`config.mk`:
```
export PLATFORM = sky130hd
export DESIGN_NAME = dcache_miss_unit
export DESIGN_NICKNAME = d
export VERILOG_FILES = /design/src/verilog/memory_pkg.sv /design/src/verilog/priority_index_encoder.sv /design/src/verilog/dcache_mshr.sv /design/src/verilog/miss_intake.sv /design/src/verilog/l2_request_issuer.sv /design/src/verilog/dcache_miss_unit.sv
export SDC_FILE = /design/constraint.sdc
export NUM_CORES = 1
export LEC_CHECK = 0
export BUFFER_PORTS_ARGS = -buffer_cell sky130_fd_sc_hd__buf_2
export CAP_MARGIN = 40
export CORE_UTILIZATION = 25
export CTS_BUF_LIST = sky130_fd_sc_hd__clkbuf_16
export CTS_CLUSTER_SIZE = 12
export DETAILED_ROUTE_END_ITERATION = 10
export GPL_TIMING_DRIVEN = 0
export PLACE_DENSITY = 0.42
export SYNTH_ARGS = -nofsm -noshare
export SYNTH_HDL_FRONTEND = slang
export SYNTH_SLANG_ARGS = --single-unit
```
`constraint.sdc`:
```
create_clock -name clk_i -period 5.38 [get_ports clk_i]
set_clock_uncertainty 0.2 [all_clocks]
set_input_delay 1.076 -clock clk_i [delete_from_list [all_inputs] [get_ports clk_i]]
set_output_delay 1.076 -clock clk_i [all_outputs]
set_load 0.02 [all_outputs]
```
`src/verilog/memory_pkg.sv`:
```
// Memory package with the shared line address, strobe, command and status types

package memory_pkg;

  // Cache line address width in bits
  localparam int unsigned LINE_ADDR_W = 26;

  // Cache line address
  typedef logic [LINE_ADDR_W-1:0] line_addr_t;

  // Miss strobe from the cache pipeline
  typedef struct packed {
    logic       valid;
    line_addr_t line_addr;
  } miss_req_t;

  // Refill strobe from the L2 cache
  typedef struct packed {
    logic       valid;
    line_addr_t line_addr;
  } refill_t;

  // Outcome of a miss
  typedef enum logic [1:0] {
    MISS_ALLOCATED = 2'd0,
    MISS_MERGED    = 2'd1,
    MISS_REJECTED  = 2'd2
  } miss_status_e;

  // Answer to the pipeline for each miss
  typedef struct packed {
    logic         valid;
    miss_status_e status;
  } miss_resp_t;

  // Command from the intake to the MSHR
  // Address is compared every cycle and stored on add
  typedef struct packed {
    logic       add;
    logic       clear_hit;
    line_addr_t line_addr;
  } mshr_cmd_t;

  // Line request to the L2 cache
  typedef struct packed {
    logic       valid;
    line_addr_t line_addr;
  } l2_req_t;

endpackage

```
`src/verilog/priority_index_encoder.sv`:
```
// Priority index encoder giving the position of the lowest set bit of a vector

`timescale 1ns/10ps

module priority_index_encoder #(
  parameter int unsigned WIDTH = 4
) (
  input  logic [WIDTH-1:0]         vec_i,
  output logic [$clog2(WIDTH)-1:0] index_o,
  output logic                     any_o
);

  localparam int unsigned IDX_W = $clog2(WIDTH);

  // Scan from the top down so the lowest set bit is written last and wins
  always_comb begin
    index_o = '0;
    for (int k = WIDTH - 1; k >= 0; k--) begin
      if (vec_i[k]) begin
        index_o = IDX_W'(k);
      end
    end
  end

  // Index is only meaningful when some bit is set
  assign any_o = |vec_i;

endmodule

```
`src/verilog/dcache_mshr.sv`:
```
// MSHR entry file tracking outstanding L1 data cache line misses

`timescale 1ns/10ps

module dcache_mshr #(
  parameter int unsigned MSHR_ENTRIES = 4
) (
  input  logic                          clk_i,
  input  logic                          rst_ni,
  input  logic                          flush_i,
  input  memory_pkg::mshr_cmd_t         cmd_i,
  input  logic                          put_wait_i,
  output logic                          hit_o,
  output logic                          full_o,
  output logic                          req_available_o,
  output memory_pkg::line_addr_t        next_line_addr_o,
  output logic [$clog2(MSHR_ENTRIES):0] pending_o
);

  import memory_pkg::*;

  localparam int unsigned IDX_W = $clog2(MSHR_ENTRIES);
  localparam int unsigned CNT_W = IDX_W + 1;

  // Entry storage
  line_addr_t              line_addr_q [MSHR_ENTRIES];
  logic [MSHR_ENTRIES-1:0] valid_q;
  logic [MSHR_ENTRIES-1:0] wait_q;

  // Selection vectors
  logic [MSHR_ENTRIES-1:0] free_vec;
  logic [MSHR_ENTRIES-1:0] ready_vec;
  logic [MSHR_ENTRIES-1:0] hit_vec;
  logic [MSHR_ENTRIES-1:0] pend_vec;

  // Encoded entry indices
  logic [IDX_W-1:0] free_idx;
  logic [IDX_W-1:0] next_idx;
  logic [IDX_W-1:0] hit_idx;
  logic             free_any;

  // Free entries are the invalid ones
  assign free_vec = ~valid_q;

  // Ready to request means allocated but not yet sent to L2
  assign ready_vec = valid_q & ~wait_q;

  // Requested and still waiting for the refill
  assign pend_vec = valid_q & wait_q;

  // Compare the command line address with every valid entry
  always_comb begin
    for (int k = 0; k < MSHR_ENTRIES; k++) begin
      hit_vec[k] = valid_q[k] && (cmd_i.line_addr == line_addr_q[k]);
    end
  end

  priority_index_encoder #(
    .WIDTH (MSHR_ENTRIES)
  ) i_free_encoder (
    .vec_i   (free_vec),
    .index_o (free_idx),
    .any_o   (free_any)
  );

  priority_index_encoder #(
    .WIDTH (MSHR_ENTRIES)
  ) i_next_encoder (
    .vec_i   (ready_vec),
    .index_o (next_idx),
    .any_o   (req_available_o)
  );

  priority_index_encoder #(
    .WIDTH (MSHR_ENTRIES)
  ) i_hit_encoder (
    .vec_i   (hit_vec),
    .index_o (hit_idx),
    .any_o   (hit_o)
  );

  // State bits, flush first, then add, put-wait and clear-hit
  always_ff @(posedge clk_i or negedge rst_ni) begin
    if (!rst_ni) begin
      valid_q <= '0;
      wait_q  <= '0;
    end else if (flush_i) begin
      valid_q <= '0;
      wait_q  <= '0;
    end else if (cmd_i.add) begin
      valid_q[free_idx] <= 1'b1;
      wait_q[free_idx]  <= 1'b0;
    end else if (put_wait_i) begin
      wait_q[next_idx] <= 1'b1;
    end else if (cmd_i.clear_hit && hit_o) begin
      // Refill with no matching entry leaves the file untouched
      valid_q[hit_idx] <= 1'b0;
      wait_q[hit_idx]  <= 1'b0;
    end
  end

  // Line address payload, written only on allocation
  always_ff @(posedge clk_i) begin
    if (!flush_i && cmd_i.add) begin
      line_addr_q[free_idx] <= cmd_i.line_addr;
    end
  end

  // Address of the lowest entry still to be requested
  assign next_line_addr_o = line_addr_q[next_idx];

  // Full when no entry is free
  assign full_o = ~free_any;

  // Count of valid and waiting entries
  always_comb begin
    pending_o = '0;
    for (int k = 0; k < MSHR_ENTRIES; k++) begin
      pending_o = pending_o + CNT_W'(pend_vec[k]);
    end
  end

endmodule

```
`src/verilog/miss_intake.sv`:
```
// Miss intake that registers miss and refill strobes and drives one MSHR command

`timescale 1ns/10ps

module miss_intake (
  input  logic                   clk_i,
  input  logic                   rst_ni,
  input  logic                   flush_i,
  input  memory_pkg::miss_req_t  miss_i,
  input  memory_pkg::refill_t    refill_i,
  input  logic                   hit_i,
  input  logic                   full_i,
  output memory_pkg::mshr_cmd_t  cmd_o,
  output logic                   slot_busy_o,
  output memory_pkg::miss_resp_t miss_resp_o
);

  import memory_pkg::*;

  // Operation slot
  logic       slot_valid_q;
  logic       slot_refill_q;
  line_addr_t slot_addr_q;

  // Slot control, a flush drops both the held and the arriving strobe
  always_ff @(posedge clk_i or negedge rst_ni) begin
    if (!rst_ni) begin
      slot_valid_q  <= 1'b0;
      slot_refill_q <= 1'b0;
    end else if (flush_i) begin
      slot_valid_q  <= 1'b0;
      slot_refill_q <= 1'b0;
    end else begin
      slot_valid_q  <= miss_i.valid | refill_i.valid;
      // Miss wins if both arrive, the environment never sends both
      slot_refill_q <= ~miss_i.valid & refill_i.valid;
    end
  end

  // Slot address payload
  always_ff @(posedge clk_i) begin
    if (miss_i.valid) begin
      slot_addr_q <= miss_i.line_addr;
    end else if (refill_i.valid) begin
      slot_addr_q <= refill_i.line_addr;
    end
  end

  // MSHR command
  always_comb begin
    cmd_o.line_addr = slot_addr_q;
    // Allocate only a new line while an entry is free
    cmd_o.add       = slot_valid_q & ~slot_refill_q & ~hit_i & ~full_i;
    // Refill frees the matching entry
    cmd_o.clear_hit = slot_valid_q & slot_refill_q;
  end

  // Any held strobe occupies the MSHR this cycle
  assign slot_busy_o = slot_valid_q;

  // Miss response, same cycle as the command
  always_comb begin
    miss_resp_o.valid = slot_valid_q & ~slot_refill_q & ~flush_i;
    if (hit_i) begin
      miss_resp_o.status = MISS_MERGED;
    end else if (full_i) begin
      miss_resp_o.status = MISS_REJECTED;
    end else begin
      miss_resp_o.status = MISS_ALLOCATED;
    end
  end

endmodule

```
`src/verilog/l2_request_issuer.sv`:
```
// L2 request issuer sending one line request per allocated MSHR entry in idle cycles

`timescale 1ns/10ps

module l2_request_issuer (
  input  logic                   clk_i,
  input  logic                   rst_ni,
  input  logic                   flush_i,
  input  logic                   slot_busy_i,
  input  logic                   req_available_i,
  input  memory_pkg::line_addr_t next_line_addr_i,
  output logic                   put_wait_o,
  output memory_pkg::l2_req_t    l2_req_o,
  output logic [15:0]            issued_count_o
);

  logic        issue;
  logic [15:0] issued_count_q;

  // MSHR is granted to the issuer only when the intake leaves it idle
  // Flush empties the file, so nothing is sent in that cycle
  assign issue = req_available_i & ~slot_busy_i & ~flush_i;

  // Mark the entry waiting in the same cycle as the request leaves
  assign put_wait_o = issue;

  // Line request to L2
  always_comb begin
    l2_req_o.valid     = issue;
    l2_req_o.line_addr = next_line_addr_i;
  end

  // Issued request counter for performance statistics
  // Wraps at 16 bits and keeps counting across flushes
  always_ff @(posedge clk_i or negedge rst_ni) begin
    if (!rst_ni) begin
      issued_count_q <= '0;
    end else if (issue) begin
      issued_count_q <= issued_count_q + 16'd1;
    end
  end

  assign issued_count_o = issued_count_q;

endmodule

```
`src/verilog/dcache_miss_unit.sv`:
```
// L1 data cache miss unit joining the intake, the MSHR and the L2 request issuer

`timescale 1ns/10ps

module dcache_miss_unit #(
  parameter int unsigned MSHR_ENTRIES = 4
) (
  input  logic                          clk_i,
  input  logic                          rst_ni,
  input  logic                          flush_i,
  input  memory_pkg::miss_req_t         miss_i,
  input  memory_pkg::refill_t           refill_i,
  output memory_pkg::miss_resp_t        miss_resp_o,
  output memory_pkg::l2_req_t           l2_req_o,
  output logic                          full_o,
  output logic [$clog2(MSHR_ENTRIES):0] pending_o,
  output logic [15:0]                   issued_count_o
);

  import memory_pkg::*;

  // Intake to MSHR
  mshr_cmd_t  mshr_cmd;
  logic       slot_busy;

  // MSHR status
  logic       hit;
  logic       req_available;
  line_addr_t next_line_addr;

  // Issuer to MSHR
  logic       put_wait;

  miss_intake i_miss_intake (
    .clk_i       (clk_i),
    .rst_ni      (rst_ni),
    .flush_i     (flush_i),
    .miss_i      (miss_i),
    .refill_i    (refill_i),
    .hit_i       (hit),
    .full_i      (full_o),
    .cmd_o       (mshr_cmd),
    .slot_busy_o (slot_busy),
    .miss_resp_o (miss_resp_o)
  );

  dcache_mshr #(
    .MSHR_ENTRIES (MSHR_ENTRIES)
  ) i_dcache_mshr (
    .clk_i            (clk_i),
    .rst_ni           (rst_ni),
    .flush_i          (flush_i),
    .cmd_i            (mshr_cmd),
    .put_wait_i       (put_wait),
    .hit_o            (hit),
    .full_o           (full_o),
    .req_available_o  (req_available),
    .next_line_addr_o (next_line_addr),
    .pending_o        (pending_o)
  );

  l2_request_issuer i_l2_request_issuer (
    .clk_i            (clk_i),
    .rst_ni           (rst_ni),
    .flush_i          (flush_i),
    .slot_busy_i      (slot_busy),
    .req_available_i  (req_available),
    .next_line_addr_i (next_line_addr),
    .put_wait_o       (put_wait),
    .l2_req_o         (l2_req_o),
    .issued_count_o   (issued_count_o)
  );

endmodule

```
# Yosys cells after proc, flatten, opt, wreduce, memory -nomap -nowiden
# Memories as Yosys holds them, arrays and structs flattened.
# Index checks and enable logic that the tools add are counted.
[op_classes]
n_addsub = 4
mul = 0
div_mod_pow = 0
order_cmp = 6
n_eq_ne = 5
n_shift = 0
muxes = 34
bitwise = 26
reduce_logical = 17
[op_table]
columns = ["operator", "n"]
rows = [
  ["$eq 26x26->1", 4],
  ["$mux 26", 2],
  ["$mux 4", 8],
  ["$mux 2", 14],
  ["$and 4x4->4", 5],
  ["$add 16x1->16 const B", 1],
  ["$not 4->4", 4],
  ["$reduce_or 4->1", 3],
  ["$logic_and 1x1->1", 9],
  ["$lt 2x3->1 const B", 3],
  ["$and 1x1->1", 8],
  ["$or 4x4->4", 2],
  ["$mux 1", 7],
  ["$add 3x1->3", 2],
  ["$demux 1 s2", 3],
  ["$ge 2x1->1 const B", 3],
  ["$not 1->1", 6],
  ["$reduce_bool 4->1", 1],
  ["$ne 3x2->1 const B", 1],
  ["$reduce_bool 3->1", 1],
  ["$add 1x1->2", 1],
  ["$reduce_and 2->1", 1],
  ["$reduce_bool 2->1", 1],
  ["$logic_not 1->1", 1],
  ["$or 1x1->1", 1],
]
[word_totals]
regBits = 52
latchBits = 0
ramBits = 104
rom_bits = 0
in_bits = 57
wordCells = 99
mem_count = 1
[mem_list]
columns = ["name", "depth", "width", "read_ports", "rd_ports_with_merged_regs", "wr", "line", "source"]
rows = [
  ["i_dcache_mshr.line_addr_q", 4, 26, 5, 0, 1, "dcache_mshr.sv:26", "line_addr_t line_addr_q [MSHR_ENTRIES];"],
]

# Depth between registers and ports, before layout
# An unclocked memory read counts as a cell.
[logic_depth]
depth_word = 17
depth_mapped = 12

# Hierarchy
# Synthesis repeated with hierarchy kept, for this count alone.
[unflattened]
cells_unflattened = 522
hier_area_um2 = 7734.9
[by_module_without_submodules]
columns = ["mod", "n_inst", "cells_each", "area_each_um2"]
rows = [
  ["dcache_mshr", 1, 350, 5472.7],
  ["miss_intake", 1, 65, 1237.4],
  ["l2_request_issuer", 1, 86, 919.6],
  ["priority_index_encoder", 3, 7, 35.0],
]

# Least setup slack after synthesis
# No wires, ideal clock.
[synth_timing]
path_type = "input port to flip-flop"
startpoint = "input flush_i"
endpoint = "memory i_dcache_mshr.line_addr_q[2][0] in the netlist's numbering (enable)"
setup_ps = 442
arrival_ps = 3410
t_required_ps = 4738
slack_ps = 1328
path_stages = 4
path_buffers = 1
path_cell_list = "clkbuf_1 inv_1 nand3b_1 nor3_1"
[synth_via]
elab_chain_cells = 4
[synth_rtl]
columns = ["element", "line", "source"]
rows = [
  ["from (decl)", "dcache_miss_unit.sv:10", "input logic flush_i,"],
  ["$logic_not 1->1", "dcache_mshr.sv:104", "if (!flush_i && cmd_i.add) begin"],
  ["$logic_and 1x1->1", "dcache_mshr.sv:104", ""],
  ["$mux 1", "dcache_mshr.sv:104", ""],
  ["$mux 1 (implied by the code)", "dcache_mshr.sv:105", "line_addr_q[free_idx] <= cmd_i.line_addr;"],
  ["to (decl)", "dcache_mshr.sv:26", ""],
]
# No other way between the ends.

==> summary.md <==
| Metric | Value |
|---|---|
| Status | `completed` |
| Setup Crit Path Kind | `reg2out` |
| Antenna violations before repair | `0` |
| Area of the multi-input gates | `3240 um^2` |
| Max Slew Vio Count | `0` |
| Non-Filler Instances | `1,166` |
| Clock slew at reported path FFs | `0.07 ns` |
| Vias/cell | `4.77` |
| Die Area | `32,500 um^2` |
| Max-Cap Viols | `0` |
| Gate power share | `0.129` |
| DR DRC count | `0` |
| Hold Path Class | `reg2reg` |
| Largest net degree at the start of global routing | `28` |
| Area leader, netlist | `edfxtp_1` |
| Reg2reg start | `i_miss_intake.slot_addr_q[8]$_DFFE_PN_` |
| Rel. slew slack | `0.450` |
| Post-synth top area share | `0.491` |
| Critical path capture point type | `output port` |
| Clock latency on the worst-skew pair | `0.45 ns` |
| First-pass GRT wire length | `36,700 um` |
| Core area | `30,900 um^2` |
| Switching Power | `0.920 mW` |
| Reg2reg setup slack | `1.61 ns` |
| Gate Count Post-Synth | `624` |
| Fmax achieved | `217 MHz` |
| CP arrival | `3.34 ns` |
| Initial Utilization | `0.257` |
| Sequential cell area fraction in the yosys report | `0.573` |
| Sw Ratio | `0.294` |
| Dpl cells | `1,134` |
| Clock Path Buffers | `2` |
| Period utilization | `0.858` |
| CTS tree | `done` |
| Synthesized area per cell | `12.7 um^2` |
| Die Ht | `180 um` |
| IO Port Bufs | `104` |
| Crit path launch | `i_miss_intake.slot_addr_q[15]$_DFFE_PN_` |
| Post-DP Area | `9150 um^2` |
| Number of synthesized register bits | `156` |
| Number of H-tree levels | `4` |
| Async set-reset flop share out of synthesis | `0.167` |
| Setup WS pre-CTS | `1.20 ns` |
| Share of post-route cells with drive strength above 1 | `0.256` |
| Via count | `5,566` |
| Antenna Cells | `0` |
| CP endpoint | `miss_resp_o[0]` |
| CTS Root Cell | `clkbuf_16` |
| Peak VDD IR | `0.208 mV` |
| Clock power frac | `0.399` |
| Sequential share of power | `0.472` |
| Mapped Nets | `685` |
| CP Launch Type | `flop` |
| Commonest cells after routing, fill and taps aside | `edfxtp_1, buf_2, xnor2_1` |
| Final setup vio count | `0` |
| Cts hold-fix bufs | `0` |
| CP required | `4.10 ns` |
| Number of fill cells | `3,179` |
| Post-synth EDFFs | `130` |
| Yosys warning count | `0` |
| RSZ-0062 raised after global routing | `false` |
| Total track usage | `0.155` |
| # rows | `64` |
| Routed wire length per instance | `21.0 um` |
| Crit Reg-Reg Endpoint | `i_dcache_mshr.line_addr_q[2][16]$_DFFE_PP_` |
| Pint | `2.21 mW` |
| Worst-margin pin slew | `0.825 ns` |
| Drt first pass iters | `5` |
| Die Wd | `180 um` |
| Leakage Power | `3.63 nW` |
| Ys flop type | `edfxtp_1` |
| Final Hold Viols | `0` |
| Post-CTS Setup Inserts | `0` |
| Netlist cell types | `60` |
| Pwr dens | `321 nW/um^2` |
| PostCTS Resize Cnt | `0` |
| Nets | `818` |
| Commonest non-fill, non-tap cell in the layout | `edfxtp_1` |
| Total gr overflow | `0` |
| 1st-iter DRT viols | `348` |
| FF-to-FF path depth | `9` |
| Placed wire-length estimate | `18,500 um` |
| Drt total wl | `24,500 um` |
| Fin area | `9750 um^2` |
| Clock sinks | `156` |
| Num CTS Buffers | `17` |
| Reg area | `4550 um^2` |
| Gpl congestion | `0.874` |
| Antenna Nets Post-Route | `0` |
| I/O pins | `107` |
| Top cells by area, synth | `edfxtp_1, dfrtp_1, xnor2_1` |
| Area Growth Syn to Fin | `22.7%` |
| Vias in the first global route | `5,480` |
| Cell Area, Synth | `7940 um^2` |
| Overall Power | `3.13 mW` |
| CP max FO | `8` |
| Final WS setup | `0.763 ns` |
| Min cycle time layout | `4.62 ns` |
## worst min-delay path by stage
stage                                                       startpoint                                                  to  depth (start not counted)
global placement    i_l2_request_issuer.issued_count_o[15]$_DFFE_PN0P_  i_l2_request_issuer.issued_count_o[15]$_DFFE_PN0P_                          1
CTS                 i_l2_request_issuer.issued_count_o[15]$_DFFE_PN0P_  i_l2_request_issuer.issued_count_o[15]$_DFFE_PN0P_                          1
global route        i_l2_request_issuer.issued_count_o[15]$_DFFE_PN0P_  i_l2_request_issuer.issued_count_o[15]$_DFFE_PN0P_                          1
detailed placement  i_l2_request_issuer.issued_count_o[15]$_DFFE_PN0P_  i_l2_request_issuer.issued_count_o[15]$_DFFE_PN0P_                          1
floorplan                       i_miss_intake.slot_addr_q[5]$_DFFE_PN_           i_dcache_mshr.line_addr_q[0][5]$_DFFE_PP_                          0
finish              i_l2_request_issuer.issued_count_o[15]$_DFFE_PN0P_  i_l2_request_issuer.issued_count_o[15]$_DFFE_PN0P_                          1
## registers in the layout, indices dropped and copies added, names as in the netlist
register,cells
i_miss_intake.slot_busy_o,1
i_dcache_mshr.line_addr_q,104
i_miss_intake.slot_addr_q,26
i_l2_request_issuer.issued_count_o,16
i_miss_intake.slot_refill_q,1
i_dcache_mshr.valid_q,4
i_dcache_mshr.wait_q,4
## cell type report
cell class,count,area share
Timing Repair Buffer,114,0.0699
Buffer,27,0.0127
Multi-Input combinational cell,426,0.332
Clock buffer,17,0.0436
Clock inverter,15,0.0181
Sequential cell,156,0.467
Tap cell,396,0.0508
Inverter,15,0.00578
## cell families after synthesis
group	after synthesis	synth area share
AOI/OAI and AO/OA	87	0.0709
adders and majority gates	4	0.00725
and+or+nand+nor	166	0.125
DFF	156	0.573
xor gates and xnor gates	116	0.130
buffers and inverters	42	0.0227
muxes	53	0.0709
## metrics by stage
step | util | setup TNS, ns | hold slack [ns]
final | 0.315 | 0 | 0.265
after global routing | 0.315 | 0 | 0.299
after CTS | 0.315 | 0 | 0.273
after detailed placement | 0.296 | 0 | 0.264
after global placement | 0.290 | -23.37 | 0.257
after floorplan | - | 0 | 0.276
## power by group through the flow
stage / clock network, mW / registers (mW) / logic, mW
2_1_floorplan: 0 / 1.50 / 0.220
4_1_cts: 1.28 / 1.48 / 0.407
3_5_place_dp: 0 / 1.51 / 0.405
6_report: 1.25 / 1.48 / 0.403
3_3_place_gp: 0 / 1.51 / 0.398
5_1_grt: 1.32 / 1.49 / 0.433
## synth_stat cells (2+ instances only)
| cell | n |
|---|---|
| a21oi_1 | 5 |
| a22o_1 | 2 |
| a22oi_1 | 27 |
| a31oi_1 | 3 |
| and2_1 | 3 |
| and3_1 | 4 |
| buf_1 | 4 |
| buf_2 | 6 |
| buf_4 | 2 |
| clkbuf_1 | 14 |
| dfrtp_1 | 26 |
| edfxtp_1 | 130 |
| ha_1 | 3 |
| inv_1 | 14 |
| mux2_2 | 26 |
| mux2i_1 | 27 |
| nand2_1 | 25 |
| nand2b_1 | 12 |
| nand3_1 | 7 |
| nand3b_1 | 2 |
| nand4_1 | 34 |
| nor2_1 | 22 |
| nor2b_1 | 4 |
| nor3_1 | 7 |
| nor3_2 | 2 |
| nor3b_1 | 2 |
| nor4_1 | 14 |
| nor4bb_1 | 2 |
| o2111ai_1 | 4 |
| o21ai_0 | 33 |
| o21ai_1 | 3 |
| o2bb2ai_1 | 2 |
| or3_1 | 2 |
| or4_1 | 10 |
| or4_4 | 2 |
| or4b_1 | 2 |
| xnor2_1 | 71 |
| xnor2_2 | 2 |
| xor2_1 | 43 |
## per-layer routing
metal	global-route usage	up-vias	wire length, um
li1	-	2634	-
met1	0.211	2761	11700
met2	0.249	152	11500
met3	0.0317	19	992
met4	0.0434	0	333
met5	0	-	0
## critical path, cell delays in order (launching register included)
cell and delay (ns):
edfxtp_1 0.54, xnor2_1 0.40, nand4_1 0.17, or4_1 0.54, or4_4 0.58, or2b_2 0.23
nand3b_1 0.16, buf_4 0.13, buf_2 0.15
Note: power is estimated with default switching activity, not from simulation.
